==> src/hdl/core_cfg_pkg.sv <==
//////////////////////////////
// bridge map and controller types for the core control plane
// bridge data is big-endian, no byte lanes
//////////////////////////////
`default_nettype none

package core_cfg_pkg;

    typedef logic [31:0] bridge_word_t;

    // settings write addresses, readback shares the same space
    localparam bridge_word_t ADDR_TURBO       = 32'h00C0_0000;
    localparam bridge_word_t ADDR_FM_CHIP     = 32'h00A0_0000;
    localparam bridge_word_t ADDR_FILTER      = 32'h00F0_0000;
    localparam bridge_word_t ADDR_MULTITAP    = 32'h0000_0000;
    localparam bridge_word_t ADDR_AR          = 32'h0000_0010;
    localparam bridge_word_t ADDR_COMPOSITE   = 32'h0000_0020; // bit 1 is auto composite
    localparam bridge_word_t ADDR_OBJ_LIMIT   = 32'h0000_0030;
    localparam bridge_word_t ADDR_FM          = 32'h0000_0040;
    localparam bridge_word_t ADDR_PSG         = 32'h0000_0050;
    localparam bridge_word_t ADDR_HIFI_PCM    = 32'h0000_0060;
    localparam bridge_word_t ADDR_RESET_DELAY = 32'h0000_0070; // any nonzero value
    localparam bridge_word_t ADDR_M30         = 32'h0000_0080;
    localparam bridge_word_t ADDR_MENU_PAUSE  = 32'h0000_0090;
    localparam bridge_word_t ADDR_REGION      = 32'h00E0_0000; // read only

    typedef struct packed {
        logic [1:0] cpu_turbo;
        logic       multitap;
        logic       menu_pause;
        logic       obj_limit_high;
        logic       ar_correction;
        logic       composite;
        logic       auto_composite;
        logic       fm_enable;
        logic       psg_enable;
        logic       hifi_pcm;
        logic [1:0] audio_filter;
        logic       fm_chip;
        logic       m30_map;
    } core_settings_t;

    localparam core_settings_t SETTINGS_RESET = '{
        obj_limit_high: 1'b1,
        fm_enable:      1'b1,
        psg_enable:     1'b1,
        hifi_pcm:       1'b1,
        default:        '0
    };

    // controller key bitmap, dpad_up is bit 0
    typedef struct packed {
        logic face_start;
        logic face_select;
        logic trig_r3;
        logic trig_l3;
        logic trig_r2;
        logic trig_l2;
        logic trig_r1;
        logic trig_l1;
        logic face_y;
        logic face_x;
        logic face_b;
        logic face_a;
        logic dpad_right;
        logic dpad_left;
        logic dpad_down;
        logic dpad_up;
    } pocket_keys_t;

    typedef struct packed {
        logic z;
        logic y;
        logic x;
        logic mode;
        logic start;
        logic b;
        logic c;
        logic a;
        logic up;
        logic down;
        logic left;
        logic right;
    } genesis_pad_t;

    localparam int NUM_PADS = 4;

endpackage

`default_nettype wire

==> src/hdl/cart_pkg.sv <==
//////////////////////////////
// cartridge header layout and per-title quirks
// offsets are byte addresses inside the ROM download space
//////////////////////////////
`default_nettype none

package cart_pkg;

    localparam logic [3:0] ROM_SPACE = 4'h1; // bridge_addr[31:28] of ROM writes

    // header words, 32-bit aligned
    localparam logic [27:0] HDR_ID_BASE = 28'h180; // first ID byte at 'h183
    localparam logic [27:0] HDR_ID_DONE = 28'h18C;
    localparam logic [27:0] HDR_REGION  = 28'h1F0;
    localparam logic [27:0] HDR_READY   = 28'h200;

    typedef logic [63:0] title_id_t; // 8 ascii chars, first char in the top byte

    typedef enum logic [1:0] {
        REGION_JP = 2'd0,
        REGION_US = 2'd1,
        REGION_EU = 2'd2
    } region_t;

    typedef struct packed {
        logic sram;
        logic sram00;
        logic eeprom;
        logic noram;
        logic fifo;
        logic svp;
        logic fmbusy;
    } cart_quirks_t;

    ////////////////////////////// title table

    localparam title_id_t ID_NFL_QBC       = "T-081276";
    localparam title_id_t ID_NBA_JAM_TE    = "T-81406 ";
    localparam title_id_t ID_HOLYFIELD     = "MK-1215 ";
    localparam title_id_t ID_WONDER_BOY    = "G-4060  ";
    localparam title_id_t ID_PUGGSY        = "T-113016"; // fake ram check
    localparam title_id_t ID_CLUE          = "T-89016 ";
    localparam title_id_t ID_VIRTUA_RACING = "MK-1229 ";
    localparam title_id_t ID_HELLFIRE      = "T-35036 ";
    localparam title_id_t ID_SONIC_REMAST  = " GM 0000";

endpackage

`default_nettype wire

==> src/hdl/core_settings.sv <==
//////////////////////////////
// bridge settings registers, delayed core reset and pause
// core_reset is combinational from the delay counter and region_hold
// reset delay length depends on a free counter, so it is not fixed
//////////////////////////////
`timescale 1ns/1ps
`default_nettype none

module core_settings (
    input  logic                          clk_74a,
    input  logic                          pll_core_locked,
    input  core_cfg_pkg::bridge_word_t    bridge_addr,
    input  logic                          bridge_wr,
    input  core_cfg_pkg::bridge_word_t    bridge_wr_data,
    input  logic                          bridge_rd,
    input  logic                          osnotify_inmenu,
    input  cart_pkg::region_t             region,
    input  logic                          region_hold,
    output core_cfg_pkg::core_settings_t  settings,
    output logic                          core_reset,
    output logic                          pause,
    output core_cfg_pkg::bridge_word_t    bridge_rd_data
);

    import core_cfg_pkg::*;

    logic [11:0] free_cnt;    // seeds the delay length
    logic [15:0] reset_delay;

    //////////////////////////////
    // register writes

    always_ff @(posedge clk_74a or negedge pll_core_locked) begin
        if (!pll_core_locked) begin
            settings    <= SETTINGS_RESET;
            free_cnt    <= '0;
            reset_delay <= '0;
            pause       <= 1'b0;
        end else begin
            free_cnt <= free_cnt + 1'b1;
            pause    <= settings.menu_pause && osnotify_inmenu;

            // hold the count while the host menu is up
            if (reset_delay != '0 && !osnotify_inmenu)
                reset_delay <= reset_delay - 1'b1;

            if (bridge_wr) begin
                case (bridge_addr)
                    ADDR_TURBO:      settings.cpu_turbo      <= bridge_wr_data[1:0];
                    ADDR_FM_CHIP:    settings.fm_chip        <= bridge_wr_data[0];
                    ADDR_FILTER:     settings.audio_filter   <= bridge_wr_data[1:0];
                    ADDR_MULTITAP:   settings.multitap       <= bridge_wr_data[0];
                    ADDR_AR:         settings.ar_correction  <= bridge_wr_data[0];
                    ADDR_COMPOSITE: begin
                        settings.composite      <= bridge_wr_data[0];
                        settings.auto_composite <= bridge_wr_data[1];
                    end
                    ADDR_OBJ_LIMIT:  settings.obj_limit_high <= bridge_wr_data[0];
                    ADDR_FM:         settings.fm_enable      <= bridge_wr_data[0];
                    ADDR_PSG:        settings.psg_enable     <= bridge_wr_data[0];
                    ADDR_HIFI_PCM:   settings.hifi_pcm       <= bridge_wr_data[0];
                    ADDR_RESET_DELAY: begin
                        if (bridge_wr_data != '0)
                            reset_delay <= {free_cnt, 4'b1111};
                    end
                    ADDR_M30:        settings.m30_map        <= bridge_wr_data[0];
                    ADDR_MENU_PAUSE: settings.menu_pause     <= bridge_wr_data[0];
                    default: ; // unmapped, ignored
                endcase
            end
        end
    end

    //////////////////////////////
    // read mux, one cycle latency

    always_ff @(posedge clk_74a or negedge pll_core_locked) begin
        if (!pll_core_locked) begin
            bridge_rd_data <= '0;
        end else if (bridge_rd) begin
            if (bridge_addr == ADDR_REGION)
                bridge_rd_data <= bridge_word_t'(region);
            else
                bridge_rd_data <= '0;
        end
    end

    assign core_reset = (reset_delay != '0) || region_hold;

    // the bridge issues one access at a time
    a_rd_wr_exclusive : assert property (@(posedge clk_74a) disable iff (!pll_core_locked)
        !(bridge_rd && bridge_wr));

    // a nonzero delay write holds the core in reset
    a_delay_resets : assert property (@(posedge clk_74a) disable iff (!pll_core_locked)
        bridge_wr && bridge_addr == ADDR_RESET_DELAY && bridge_wr_data != '0 |=> core_reset);

endmodule

`default_nettype wire

==> src/hdl/cart_header_parser.sv <==
//////////////////////////////
// snoops ROM download words for region code and title ID
// expects each header word written once per download
// region stays from the last download until the next HDR_READY
//////////////////////////////
`timescale 1ns/1ps
`default_nettype none

module cart_header_parser (
    input  logic                        clk_74a,
    input  logic                        pll_core_locked,
    input  core_cfg_pkg::bridge_word_t  bridge_addr,
    input  logic                        bridge_wr,
    input  core_cfg_pkg::bridge_word_t  bridge_wr_data,
    input  logic                        dataslot_requestwrite,
    input  logic                        dataslot_allcomplete,
    output cart_pkg::region_t           region,
    output logic                        region_hold,
    output cart_pkg::cart_quirks_t      quirks
);

    import cart_pkg::*;

    logic        download;      // window open
    logic        rom_wr;
    logic [27:0] rom_addr;
    logic [2:0]  region_flags;  // {e, u, j}
    logic [2:0]  flags_next;
    logic [7:0]  byte0;
    logic [7:0]  byte1;
    logic [7:0]  byte2;
    logic [7:0]  digit;
    logic        is_hex;
    title_id_t   cart_id;

    assign rom_wr   = bridge_wr && download && (bridge_addr[31:28] == ROM_SPACE);
    assign rom_addr = bridge_addr[27:0];

    // big-endian, lowest byte address in the top lane
    assign byte0 = bridge_wr_data[31:24];
    assign byte1 = bridge_wr_data[23:16];
    assign byte2 = bridge_wr_data[15:8];

    function automatic logic [2:0] letter_flags(input logic [7:0] c);
        case (c)
            "J":     return 3'b001;
            "U":     return 3'b010;
            "E":     return 3'b100;
            default: return 3'b000;
        endcase
    endfunction

    function automatic region_t pick_region(input logic [2:0] f);
        if (f[1])      return REGION_US;
        else if (f[2]) return REGION_EU;
        else if (f[0]) return REGION_JP;
        else           return REGION_US; // nothing recognised
    endfunction

    function automatic cart_quirks_t quirk_lookup(input title_id_t id);
        cart_quirks_t q;
        q = '0;
        case (id)
            ID_NFL_QBC, ID_NBA_JAM_TE: q.sram   = 1'b1;
            ID_HOLYFIELD, ID_WONDER_BOY: q.eeprom = 1'b1;
            ID_PUGGSY:         q.noram  = 1'b1;
            ID_CLUE:           q.fifo   = 1'b1;
            ID_VIRTUA_RACING:  q.svp    = 1'b1;
            ID_HELLFIRE:       q.fmbusy = 1'b1;
            ID_SONIC_REMAST:   q.sram00 = 1'b1;
            default: ;
        endcase
        return q;
    endfunction

    //////////////////////////////
    // region byte decode

    assign is_hex = (byte0 >= "0" && byte0 <= "9") || (byte0 >= "A" && byte0 <= "F");
    assign digit  = (byte0 >= "A") ? byte0 - 8'd7 : byte0; // A-F down to 10-15

    always_comb begin
        // a hex digit in the first byte is a region bitmask
        if (is_hex)
            flags_next = {digit[3], digit[2], digit[0]};
        else
            flags_next = region_flags | letter_flags(byte0);
        flags_next = flags_next | letter_flags(byte1) | letter_flags(byte2);
    end

    //////////////////////////////
    // window, flags, quirks

    always_ff @(posedge clk_74a or negedge pll_core_locked) begin
        if (!pll_core_locked) begin
            download     <= 1'b0;
            region_flags <= '0;
            quirks       <= '0;
            region       <= REGION_JP;
            region_hold  <= 1'b0;
        end else begin
            if (dataslot_requestwrite) begin
                download     <= 1'b1;
                region_flags <= '0;
                quirks       <= '0;
            end else if (dataslot_allcomplete) begin
                download    <= 1'b0;
                region_hold <= 1'b0;
            end

            if (rom_wr) begin
                case (rom_addr)
                    HDR_REGION:  region_flags <= flags_next;
                    HDR_ID_DONE: quirks       <= quirk_lookup(cart_id);
                    HDR_READY: begin
                        region      <= pick_region(region_flags);
                        region_hold <= 1'b1; // core waits for the download to end
                    end
                    default: ;
                endcase
            end
        end
    end

    // ID bytes 'h183 to 'h18A
    always_ff @(posedge clk_74a) begin
        if (rom_wr) begin
            case (rom_addr)
                HDR_ID_BASE:         cart_id[63:56] <= bridge_wr_data[7:0];
                HDR_ID_BASE + 28'h4: cart_id[55:24] <= bridge_wr_data;
                HDR_ID_BASE + 28'h8: cart_id[23:0]  <= bridge_wr_data[31:8];
                default: ;
            endcase
        end
    end

    // table entries are exclusive
    a_one_quirk : assert property (@(posedge clk_74a) disable iff (!pll_core_locked)
        $onehot0(quirks));

endmodule

`default_nettype wire

==> src/hdl/pad_mapper.sv <==
//////////////////////////////
// maps controller keys to six-button pads, one cycle late
// m30_map selects the alternate face button layout
//////////////////////////////
`timescale 1ns/1ps
`default_nettype none

module pad_mapper (
    input  logic                                                    clk_74a,
    input  logic                                                    pll_core_locked,
    input  core_cfg_pkg::pocket_keys_t [core_cfg_pkg::NUM_PADS-1:0] keys,
    input  logic                                                    m30_map,
    output core_cfg_pkg::genesis_pad_t [core_cfg_pkg::NUM_PADS-1:0] pads
);

    import core_cfg_pkg::*;

    function automatic genesis_pad_t map_pad(input pocket_keys_t k, input logic m30);
        genesis_pad_t p;
        p.up    = k.dpad_up;
        p.down  = k.dpad_down;
        p.left  = k.dpad_left;
        p.right = k.dpad_right;
        p.mode  = k.face_select;
        p.start = k.face_start;
        p.c     = k.face_b; // same in both layouts
        if (m30) begin
            p.a = k.face_a;
            p.b = k.trig_r2;
            p.x = k.face_x;
            p.y = k.face_y;
            p.z = k.trig_l2;
        end else begin
            p.a = k.face_y;  // bottom row on the right
            p.b = k.face_a;
            p.x = k.trig_l1;
            p.y = k.face_x;
            p.z = k.trig_r1;
        end
        return p;
    endfunction

    always_ff @(posedge clk_74a or negedge pll_core_locked) begin
        if (!pll_core_locked) begin
            pads <= '0;
        end else begin
            for (int i = 0; i < NUM_PADS; i++)
                pads[i] <= map_pad(keys[i], m30_map);
        end
    end

endmodule

`default_nettype wire

==> src/hdl/core_top.sv <==
//////////////////////////////
// control plane top, everything on clk_74a
// bridge data taken as big-endian
//////////////////////////////
`timescale 1ns/1ps
`default_nettype none

module core_top (
    input  logic                                                    clk_74a,
    input  logic                                                    pll_core_locked,

    // bridge
    input  core_cfg_pkg::bridge_word_t                              bridge_addr,
    input  logic                                                    bridge_wr,
    input  core_cfg_pkg::bridge_word_t                              bridge_wr_data,
    input  logic                                                    bridge_rd,
    output core_cfg_pkg::bridge_word_t                              bridge_rd_data,

    // host notifications
    input  logic                                                    osnotify_inmenu,
    input  logic                                                    dataslot_requestwrite,
    input  logic                                                    dataslot_allcomplete,

    input  core_cfg_pkg::pocket_keys_t [core_cfg_pkg::NUM_PADS-1:0] keys,

    output core_cfg_pkg::core_settings_t                            settings,
    output core_cfg_pkg::genesis_pad_t [core_cfg_pkg::NUM_PADS-1:0] pads,
    output cart_pkg::cart_quirks_t                                  quirks,
    output cart_pkg::region_t                                       region,
    output logic                                                    core_reset,
    output logic                                                    pause
);

    logic region_hold; // header seen, download still running

    core_settings i_settings (
        .clk_74a         (clk_74a),
        .pll_core_locked (pll_core_locked),
        .bridge_addr     (bridge_addr),
        .bridge_wr       (bridge_wr),
        .bridge_wr_data  (bridge_wr_data),
        .bridge_rd       (bridge_rd),
        .osnotify_inmenu (osnotify_inmenu),
        .region          (region),
        .region_hold     (region_hold),
        .settings        (settings),
        .core_reset      (core_reset),
        .pause           (pause),
        .bridge_rd_data  (bridge_rd_data)
    );

    cart_header_parser i_parser (
        .clk_74a               (clk_74a),
        .pll_core_locked       (pll_core_locked),
        .bridge_addr           (bridge_addr),
        .bridge_wr             (bridge_wr),
        .bridge_wr_data        (bridge_wr_data),
        .dataslot_requestwrite (dataslot_requestwrite),
        .dataslot_allcomplete  (dataslot_allcomplete),
        .region                (region),
        .region_hold           (region_hold),
        .quirks                (quirks)
    );

    pad_mapper i_pads (
        .clk_74a         (clk_74a),
        .pll_core_locked (pll_core_locked),
        .keys            (keys),
        .m30_map         (settings.m30_map),
        .pads            (pads)
    );

endmodule

`default_nettype wire

==> config.mk <==
export PLATFORM = sky130hd
export DESIGN_NAME = core_top
export DESIGN_NICKNAME = d
export VERILOG_FILES = /design/src/hdl/core_cfg_pkg.sv /design/src/hdl/cart_pkg.sv /design/src/hdl/core_settings.sv /design/src/hdl/cart_header_parser.sv /design/src/hdl/pad_mapper.sv /design/src/hdl/core_top.sv
export SDC_FILE = /design/constraint.sdc
export NUM_CORES = 1
export LEC_CHECK = 0
export BUFFER_PORTS_ARGS = -buffer_cell sky130_fd_sc_hd__buf_4
export CAP_MARGIN = 20
export CORE_MARGIN = 10
export CORE_UTILIZATION = 46
export CTS_CLUSTER_DIAMETER = 120
export DETAILED_ROUTE_END_ITERATION = 8
export MAX_ROUTING_LAYER = met4
export PLACE_DENSITY = 0.86
export SLEW_MARGIN = 25
export SYNTH_ARGS = -nofsm -noshare
export SYNTH_HDL_FRONTEND = slang
export SYNTH_SLANG_ARGS = --single-unit
==> constraint.sdc <==
create_clock -name clk_74a -period 3.5 [get_ports clk_74a]
set_input_delay 0 -clock clk_74a [delete_from_list [all_inputs] [get_ports clk_74a]]
set_output_delay 0 -clock clk_74a [all_outputs]
set_load 0.02 [all_outputs]
==> results.txt, run 1 <==
Warnings, synthesis -> 0
CTS tree -> yes
root buf cell -> clkbuf_16
Hold Crit Depth -> 4
status -> complete, no violations
number of antenna violations at the first check in global routing -> 2
clock slew at reported path FFs -> 0.07 ns
Nets -> 1060
sw power -> 1.21 mW
ys async rst share -> 62.8%
CP most frequent cell -> dlygate4sd3_1
actual slew at the worst max-slew pin -> 1.01 ns
cell breakdown of the critical path -> dlygate4sd3_1, buf_4, nor3b_1, nand2_1, nor4_2, nand4_1, dlygate4sd3_1, mux2_2
R2R cell count -> 5
fmax -> 361 MHz
overall die width -> 148 µm
ys flop type -> dfrtp_1
vias post-DR -> 6242
share of layout cells above drive strength 1 -> 33.4%
Post-Route WL -> 23700 µm
Logic pwr share -> 14.3%
number of global-route vias before repair -> 6736
P_int -> 3.74 mW
critical path fanouts, max -> 8
HPWL after detailed placement -> 16000 µm
Total GRT Usage -> 22.4%
kind of end point of the critical path -> register
number of synthesized flops with an enable pin -> 64
Via density -> 5.41
die span in y -> 148 µm
# port buffers -> 202
CTS max path bufs -> 2
area grow syn2layout -> 45.4%
Synth cell types -> 56
Flop pwr share -> 46.5%
# DRC -> 0
First-pass DRT Iterations -> 5
Leak -> 4.71 nW
HP Class -> in2reg
first-pass GRT wire length -> 37400 µm
kind of critical path -> in2reg
H-tree levels -> 4
Pins Over Slew Limit -> 0
Initial Utilization -> 47.3%
Die Area -> 22000 µm²
Max-slew headroom -> 32.7%
CP Data Arrival Time -> 3.08 ns
clock power share -> 39.2%
switching share of power -> 24.5%
grt total ovfl -> 0
Routed Antenna Nets -> 0
Placer Congestion -> 0.889
Tmin final -> 2.77 ns
WL/cell -> 20.5 µm
Cell Pwr Density -> 450 nW/µm²
largest net degree at the start of global routing -> 43
maximum VDD drop -> 0.331 mV
postcts setup bufs -> 0
CTS buffer count -> 17
fin crit share -> 79.1%
startpoint class of the critical path -> input port
clock sinks -> 172
core area -> 16000 µm²
number of max-cap violations -> 0
Synth Cell Area -> 7570 µm²
# setup viols final -> 0
hold slack -> 0.0275 ns
flops & latches, synth -> 172
Top Ports -> 241
Max stage delay on crit path -> 0.73 ns
final hold violations -> 0
Worst Path Required -> 3.81 ns
Post-Synthesis Cells -> 592
Initial DRC Count -> 496
worst-skew pair later-pin latency -> 0.43 ns
syn_area_per_cell -> 12.8 µm²
unrepaired setup endpoints after global routing -> no
CP max-delay cell -> nor4_2
Sum Neg Setup Slack -> 0 ns
share of the yosys chip area belonging to registers -> 61.1%
Final Skew -> 0.00787 ns
site row count -> 46
==> power by group through the flow <==
stage                     combinational, mW  sequential (mW)  clock (mW)
after floorplan                       0.306             2.36           0
after global placement                0.569             2.33           0
after detailed placement              0.589             2.34           0
after CTS                             0.694             2.30        1.96
after global routing                  0.780             2.32        2.06
final                                 0.707             2.30        1.94
==> metal layers <==
| metal | vias to the layer above | share of wire, % | global-route usage [%] |
|---|---|---|---|
| li1 | 2841 | - | - |
| met1 | 3092 | 37 | 23.9 |
| met2 | 279 | 54 | 38.9 |
| met3 | 30 | 8.0 | 7.28 |
| met4 | 0 | 1.6 | 6.64 |
| met5 | - | 0 | - |
==> final timing paths <==
check,from,end,slack (ns)
max,bridge_addr[22],i_settings.settings[11]$_DFFE_PN0P_,0.73
min,bridge_addr[23],i_settings.bridge_rd_data[1]$_DFFE_PN0P_,0.03
max reg2reg,i_parser.cart_id[15]$_DFFE_PP_,i_parser.quirks[1]$_DFF_PN0_,0.95
min reg2reg,i_parser.quirks[3]$_DFF_PN0_,i_parser.quirks[3]$_DFF_PN0_,0.48
max in group asynchronous,pll_core_locked,i_pads.pads[24]$_DFF_PN0_,2.61
min in group asynchronous,pll_core_locked,i_parser.quirks[0]$_DFF_PN0_,0.10
==> worst max-delay path, delay by kind of cell <==
| family | cells | cell delay, ns |
|---|---|---|
| buffers and inverters | 3 | 1.30 |
| muxes | 1 | 0.27 |
| and+or+nand+nor | 4 | 1.52 |
==> synthesized netlist by cell type, types with 7 or more instances <==
| library cell | number | area, µm² |
|---|---|---|
| dfrtp_1 | 104 | 2600 |
| edfxtp_1 | 64 | 1920 |
| mux2_2 | 50 | 563 |
| nand2_1 | 40 | 150 |
| buf_4 | 31 | 233 |
| nor2_1 | 30 | 113 |
| nor4_1 | 27 | 169 |
| nand3_1 | 25 | 125 |
| nor3_1 | 18 | 90.1 |
| nand4_1 | 17 | 106 |
| xor2_1 | 17 | 149 |
| inv_1 | 13 | 48.8 |
| nor4b_1 | 13 | 114 |
| or4_1 | 12 | 90.1 |
| xnor2_1 | 8 | 70.1 |
| and4_1 | 7 | 61.3 |
| nand2b_1 | 7 | 43.8 |
| or3_1 | 7 | 43.8 |
==> cells by family (layout without fill, tap and decap cells) <==
| kind of cell | Yosys count | count (layout) | share of synthesized area, % |
|---|---|---|---|
| buffers and inverters | 50 | 364 | 4.03 |
| xor gates and xnor gates | 25 | 25 | 2.89 |
| muxes | 53 | 53 | 7.83 |
| other | 1 | 32 | 0.0495 |
| AOI/OAI and AO/OA | 29 | 29 | 2.81 |
| and+or+nand+nor | 259 | 259 | 20.8 |
| DFF | 172 | 172 | 61.1 |
| adders and majority gates | 3 | 3 | 0.496 |
==> timing repair <==
item	4_1_cts	5_1_grt
hold buffers	111	0
hold endpoints to repair	179	0
resized for setup	0	0
==> cell type report <==
class	count	area [µm²]
Multi-Input combinational cell	399	2770
Antenna cell	2	5.00
Tap cell	216	270
Timing Repair Buffer	319	2690
Sequential cell	172	4630
Clock inverter	9	106
Inverter	13	48.8
Clock buffer	23	507
Fill cell	1118	4980
==> flip-flops by register name (all words and copies together), names as in the netlist, 2 cells and up <==
register                   cells
i_settings.free_cnt           12
i_parser.region_flags          3
i_parser.region                2
i_settings.settings           15
i_pads.pads                   48
i_settings.reset_delay        16
i_parser.quirks                7
i_parser.cart_id              64
i_settings.bridge_rd_data      2
==> metrics by stage <==
step	setup WS (ns)	power, mW	instances	instance area [µm²]	util [%]
after detailed placement	0.928	2.93	1008	9290	58.0
final	0.730	4.95	1153	11000	68.9
after global routing	0.545	5.16	1153	11000	68.9
after floorplan	0.161	2.66	621	7690	-
after CTS	0.804	4.96	1151	11000	68.8
after global placement	0.947	2.90	1007	9270	57.9
==> placed cells by master (no fill, tap or decap), types with 8 or more instances in the layout <==
cell type / instances
xnor2_1: 8
conb_1: 30
dlygate4sd3_1: 111
clkbuf_16: 18
nor4_1: 27
nand4_1: 17
nor2_1: 30
nor4b_1: 13
buf_4: 207
dfrtp_1: 104
edfxtp_1: 64
or4_1: 12
xor2_1: 17
nor3_1: 18
inv_1: 13
nand3_1: 25
nand2_1: 40
mux2_2: 50
Note: power is estimated with default switching activity, not from simulation.
==> inputs of run 2 (changes only) <==
Clock period 3.5 ns to 2.29 ns, I/O delays scaled along.
==> run 2 against run 1 <==
Global-route usage rose by 0.52 points. Highest routed layer unchanged. Utilization rose by 1.5 points. First-iteration DRC count rose by 34%. Routed wire length rose by 5.0%. The flow now finishes with violations (negative setup slack).
==> results.txt, run 2 (synthesis results as in run 1) <==
status -> finished with violations (was complete, no violations)
violated checks -> negative setup slack
Via density -> 5.48 (was 5.41)
Sum Neg Setup Slack -> -0.233 ns (was 0 ns)
WL/cell -> 21.1 µm (was 20.5 µm)
# port buffers -> 202 (unchanged)
actual slew at the worst max-slew pin -> 0.688 ns (was 1.01 ns)
# setup viols final -> 1 (was 0)
critical path fanouts, max -> 2 (was 8)
Initial DRC Count -> 665 (was 496)
CP Data Arrival Time -> 2.87 ns (was 3.08 ns)
largest net degree at the start of global routing -> 51 (was 43)
number of max-cap violations -> 0 (unchanged)
max reg flops -> 64 (unchanged)
min setup slack post-route -> -0.233 ns (was 0.730 ns)
maximum VDD drop -> 0.611 mV (was 0.331 mV)
Area after DPL -> 9550 µm² (was 9290 µm²)
HPWL after detailed placement -> 17200 µm (was 16000 µm)
unrepaired setup endpoints after global routing -> yes (was no)
H-tree levels -> 4 (unchanged)
startpoint class of the critical path -> register (was input port)
First-pass DRT Iterations -> 5 (unchanged)
Initial Utilization -> 47.3% (unchanged)
overall die width -> 148 µm (unchanged)
number of global-route vias before repair -> 6957 (was 6736)
hold slack -> 0.0352 ns (was 0.0275 ns)
die span in y -> 148 µm (unchanged)
HP Class -> in2reg (unchanged)
fill count -> 1078 (was 1118)
Max-slew headroom -> 54.2% (was 32.7%)
area of the multi-input gates -> 2840 µm² (was 2770 µm²)
worst-skew pair later-pin latency -> 0.43 ns (about the same)
kind of critical path -> reg2reg (was in2reg)
clock sinks -> 172 (unchanged)
core area -> 16000 µm² (unchanged)
final hold violations -> 0 (unchanged)
pre-CTS WS -> -0.233 ns (was 0.928 ns)
grt total ovfl -> 0 (unchanged)
Leak -> 4.86 nW (was 4.71 nW)
fin crit share -> 110%
CTS tree -> yes (unchanged)
area grow syn2layout -> 48.6% (was 45.4%)
Final Skew -> 0.0110 ns (was 0.00787 ns)
Post-Route WL -> 24800 µm (was 23700 µm)
most common cell after layout, fill and taps aside -> buf_4 (unchanged)
Top Ports -> 241 (unchanged)
Tmin final -> 2.52 ns
Cell Pwr Density -> 655 nW/µm² (was 450 nW/µm²)
fmax -> 396 MHz
register name with the most flops -> i_parser.cart_id (unchanged)
fin area -> 11300 µm² (was 11000 µm²)
Nets -> 1086 (was 1060)
share of layout cells above drive strength 1 -> 36.1% (was 33.4%)
Routed Antenna Nets -> 0 (unchanged)
Placer Congestion -> 0.954 (was 0.889)
clock slew at reported path FFs -> 0.06 ns (was 0.07 ns)
Die Area -> 22000 µm² (unchanged)
most frequent cells in the layout -> buf_4 (233), dlygate4sd3_1 (108), dfrtp_1 (104), edfxtp_1 (64), mux2_2 (50) (was buf_4 (207), dlygate4sd3_1 (111), dfrtp_1 (104), edfxtp_1 (64), mux2_2 (50))
Worst Path Required -> 2.64 ns (was 3.81 ns)
kind of end point of the critical path -> register (unchanged)
# DRC -> 0 (unchanged)
vias post-DR -> 6466 (was 6242)
root buf cell -> clkbuf_16 (unchanged)
CTS max path bufs -> 2 (unchanged)
Total GRT Usage -> 22.9% (was 22.4%)
largest registers -> i_parser.cart_id (64), i_pads.pads (48), i_settings.reset_delay (16) (unchanged)
register area -> 4630 µm² (unchanged)
Pins Over Slew Limit -> 0 (unchanged)
CTS buffer count -> 17 (unchanged)
first-pass GRT wire length -> 38200 µm (was 37400 µm)
site row count -> 46 (unchanged)
number of antenna violations at the first check in global routing -> 3 (was 2)
==> run 2: cell types whose count changed in the layout (fill, tap and decap cells not counted), sizes merged <==
cell and delta:
buf +29, bufinv -1, clkbuf -1, clkinv +3, diode +1, dlygate4sd3 -3, inv -1
==> run 2: layout make-up <==
type	count	area share (%)
tap	216	2.40
multi-input combinational	399	25.2
sequential	172	41.1
timing repair buffer	345	25.8
clock inverter	10	0.833
inverter	13	0.433
antenna	3	0.0667
clock buffer	22	4.07
==> run 2: stage by stage <==
stage / power (mW) / util [%] / std cells
final: 7.37 / 70.4 / 1180
after global routing: 7.66 / 70.4 / 1180
after CTS: 7.38 / 70.1 / 1176
after detailed placement: 4.54 / 59.7 / 1036
after global placement: 4.49 / 59.7 / 1036
after floorplan: 4.07 / - / 621
==> run 2: final timing paths <==
kind / startpoint / to / slack, ns / cells after the start
max: i_parser.cart_id[14]$_DFFE_PP_ / i_parser.quirks[1]$_DFF_PN0_ / -0.23 / 5
max in group asynchronous: pll_core_locked / i_settings.settings[5]$_DFFE_PN1P_ / 1.39 / 3
min in group asynchronous: pll_core_locked / i_parser.quirks[0]$_DFF_PN0_ / 0.16 / 2
min reg2reg: i_settings.free_cnt[5]$_DFF_PN0_ / i_settings.free_cnt[5]$_DFF_PN0_ / 0.49 / 1
max reg2reg: i_parser.cart_id[14]$_DFFE_PP_ / i_parser.quirks[1]$_DFF_PN0_ / -0.23 / 5
min: bridge_addr[5] / i_settings.settings[6]$_DFFE_PN1P_ / 0.04 / 4
==> run 2: metal layers <==
metal	track usage [%]	part of all wire, %
met5	-	0
met3	7.25	9.3
met1	23.9	35
met4	7.73	2.2
met2	40.1	53
==> run 2: repair_timing <==
item,CTS,global route
setup buffers,0,1
hold endpoints to repair,176,0
resized for setup,6,6
hold buffers,108,0
endpoints found under the setup margin,2,11
pin swaps,2,2
==> run 2: report_power, final <==
part,internal [mW],switching (mW)
Clock,1.54,1.17
Sequential,3.37,0.149
Combinational,0.599,0.538
Total,5.51,1.86
==> run 2: worst max-delay path, stage by stage (launching register included) <==
cell and delay, ns:
edfxtp_1 0.38, or4bb_1 0.53, or4_4 0.50, or4_4 0.43, or4_1 0.48, o21ai_1 0.13
==> inputs of run 3 (changes only) <==
Settings changed: SKIP_CTS_REPAIR_TIMING from default to 1.
==> run 3 against run 2 <==
The run still ends with negative setup slack left. Fmax is 0.64% lower. Clock-buffer cell count stayed put. Global-route usage is 2.8 points lower. Critical path depth stayed put. Clock power hardly changed. Highest routed layer unchanged. Via count is 0.53% lower. Largest power group unchanged. Cell area hardly changed. Setup slack worse by 0.016 ns. Sequential share of layout area hardly changed. Utilization hardly changed. Die area stayed put. Power hardly changed.
==> results.txt, run 3 (synthesis results as in run 1) <==
slack of the worst reg-to-reg path -> -0.25 ns (was -0.23 ns)
Placer Congestion -> 0.954 (unchanged)
critical path fanouts, max -> 2 (unchanged)
kind of end point of the critical path -> register (unchanged)
number of global-route vias before repair -> 6282 (was 6957)
Worst path top cell family by delay -> simple AND/OR/NAND/NOR gates (unchanged)
Hold Crit Depth -> 3 (was 4)
PnR Total Power -> 7.37 mW (about the same)
# DRC -> 0 (unchanged)
WHS Endpoint -> i_parser.region_hold$_DFF_PN0_ (was i_settings.settings[6]$_DFFE_PN1P_)
CTS buffer count -> 17 (unchanged)
P_int -> 5.51 mW (about the same)
Post-Route WL -> 24900 µm (was 24800 µm)
FF-to-FF Start -> i_parser.cart_id[14]$_DFFE_PP_ (unchanged)
root buf cell -> clkbuf_16 (unchanged)
largest registers -> i_parser.cart_id (64), i_pads.pads (48), i_settings.reset_delay (16) (unchanged)
Flop pwr share -> 47.8% (about the same)
CP max-delay cell -> or4bb_1 (unchanged)
share of layout cells above drive strength 1 -> 36.0% (was 36.1%)
Routed Antenna Nets -> 0 (unchanged)
fmax -> 394 MHz (was 396 MHz)
overall die width -> 148 µm (unchanged)
clock slew at reported path FFs -> 0.06 ns (about the same)
cell breakdown of the critical path -> or4bb_1, or4_4, or4_4, or4_1, o21ai_1 (unchanged)
site row count -> 46 (unchanged)
Max stage delay on crit path -> 0.53 ns (about the same)
Leak -> 4.86 nW (about the same)
CP Data Arrival Time -> 2.89 ns (was 2.87 ns)
CTS tree -> yes (unchanged)
Die Area -> 22000 µm² (unchanged)
unrepaired setup endpoints after global routing -> yes (unchanged)
maximum VDD drop -> 0.797 mV (was 0.611 mV)
startpoint class of the critical path -> register (unchanged)
status -> finished with violations (unchanged)
max reg flops -> 64 (unchanged)
Sum Neg Setup Slack -> -0.249 ns (was -0.233 ns)
first-pass GRT wire length -> 33600 µm (was 38200 µm)
Max-slew headroom -> 53.6% (was 54.2%)
most frequent cells in the layout -> buf_4 (233), dlygate4sd3_1 (109), dfrtp_1 (104), edfxtp_1 (64), mux2_2 (50) (was buf_4 (233), dlygate4sd3_1 (108), dfrtp_1 (104), edfxtp_1 (64), mux2_2 (50))
Initial Utilization -> 47.3% (unchanged)
R2R Path End -> i_parser.quirks[1]$_DFF_PN0_ (unchanged)
H-tree levels -> 4 (unchanged)
Via density -> 5.45 (was 5.48)
Worst Path Required -> 2.64 ns (about the same)
worst-skew pair later-pin latency -> 0.43 ns (about the same)
die span in y -> 148 µm (unchanged)
# port buffers -> 202 (unchanged)
# setup viols final -> 1 (unchanged)
hold slack -> 0.0308 ns (was 0.0352 ns)
sw power -> 1.86 mW (about the same)
R2R cell count -> 5 (unchanged)
Cell Pwr Density -> 654 nW/µm² (was 655 nW/µm²)
First-pass DRT Iterations -> 6 (was 5)
min-delay src -> bridge_addr[9] (was bridge_addr[5])
grt total ovfl -> 0 (unchanged)
Top Ports -> 241 (unchanged)
CTS max path bufs -> 2 (unchanged)
clock power share -> 36.8% (about the same)
area grow syn2layout -> 48.7% (was 48.6%)
register name with the most flops -> i_parser.cart_id (unchanged)
HP Class -> in2reg (unchanged)
min setup slack post-route -> -0.249 ns (was -0.233 ns)
Logic pwr share -> 15.4% (about the same)
WP buf/inv -> 0 (unchanged)
WL/cell -> 21.1 µm (about the same)
number of antenna violations at the first check in global routing -> 3 (unchanged)
violated checks -> negative setup slack (unchanged)
Tmin final -> 2.54 ns (was 2.52 ns)
HPWL after detailed placement -> 17200 µm (unchanged)
most common cell after layout, fill and taps aside -> buf_4 (unchanged)
largest net degree at the start of global routing -> 51 (unchanged)
switching share of power -> 25.2% (about the same)
final hold violations -> 0 (unchanged)
CP most frequent cell -> or4_4 (unchanged)
vias post-DR -> 6432 (was 6466)
core area -> 16000 µm² (unchanged)
Pins Over Slew Limit -> 0 (unchanged)
fin crit share -> 111% (was 110%)
Total GRT Usage -> 20.1% (was 22.9%)
clock sinks -> 172 (unchanged)
Final Skew -> 0.0113 ns (was 0.0110 ns)
Initial DRC Count -> 684 (was 665)
actual slew at the worst max-slew pin -> 0.696 ns (was 0.688 ns)
number of max-cap violations -> 0 (unchanged)
kind of critical path -> reg2reg (unchanged)
Final Core Density -> 70.4% (about the same)
Nets -> 1087 (was 1086)
-- run 3: changes by cell type in the layout (fill, tap and decap cells not counted) --
cell	previous run	this run
dlygate4sd3_1	108	109
or3b_2	2	3
o21ai_0	3	4
nor3b_1	1	2
o21ai_1	2	1
or3b_4	1	0
nor3b_2	1	0
-- run 3: metrics by stage --
stage	setup WS, ns	instance area [µm²]	cells
floorplan	-0.120	7720	621
global placement	-0.198	9550	1036
detailed placement	-0.233	9550	1036
CTS	-0.244	10100	1068
global route	-0.292	11300	1181
finish	-0.249	11300	1181
-- run 3: area by class of cell --
type / count / area (µm²)
sequential: 172 / 4630
timing repair buffer: 346 / 2920
clock inverter: 10 / 93.8
fill: 1063 / 4740
antenna: 3 / 7.51
tap: 216 / 270
multi-input combinational: 399 / 2830
clock buffer: 22 / 458
inverter: 13 / 48.8
-- run 3: power by group through the flow --
stage,sequential (mW),combinational (mW),clock [mW]
after global routing,3.54,1.24,2.88
after floorplan,3.60,0.469,0
after global placement,3.56,0.928,0
final,3.52,1.14,2.71
after detailed placement,3.58,0.966,0
after CTS,3.52,0.973,2.73
-- run 3: worst reg2reg max path, delay by kind of cell (launching register included) --
kind               cells  cell delay, ns
DFF                    1            0.38
and+or+nand+nor        4            1.94
AOI/OAI and AO/OA      1            0.14
-- run 3: routing by layer --
layer | share of wire [%] | GRT usage, % | up-vias
met1 | 35 | 21.3 | 3119
li1 | - | - | 2885
met3 | 9.9 | 6.58 | 57
met5 | 0 | - | -
met2 | 53 | 34.3 | 371
met4 | 2.5 | 7.38 | 0
-- run 3: worst max-delay path by stage --
stage	start	endpoint	slack, ns	depth (start not counted)
final	i_parser.cart_id[14]$_DFFE_PP_	i_parser.quirks[1]$_DFF_PN0_	-0.25	5
after global routing	i_parser.cart_id[14]$_DFFE_PP_	i_parser.quirks[1]$_DFF_PN0_	-0.29	5
after CTS	i_parser.cart_id[15]$_DFFE_PP_	i_parser.quirks[1]$_DFF_PN0_	-0.24	5
after detailed placement	i_parser.cart_id[52]$_DFFE_PP_	i_parser.quirks[1]$_DFF_PN0_	-0.23	5
after global placement	i_parser.cart_id[52]$_DFFE_PP_	i_parser.quirks[1]$_DFF_PN0_	-0.20	5
after floorplan	i_parser.cart_id[52]$_DFFE_PP_	i_parser.quirks[1]$_DFF_PN0_	-0.12	5
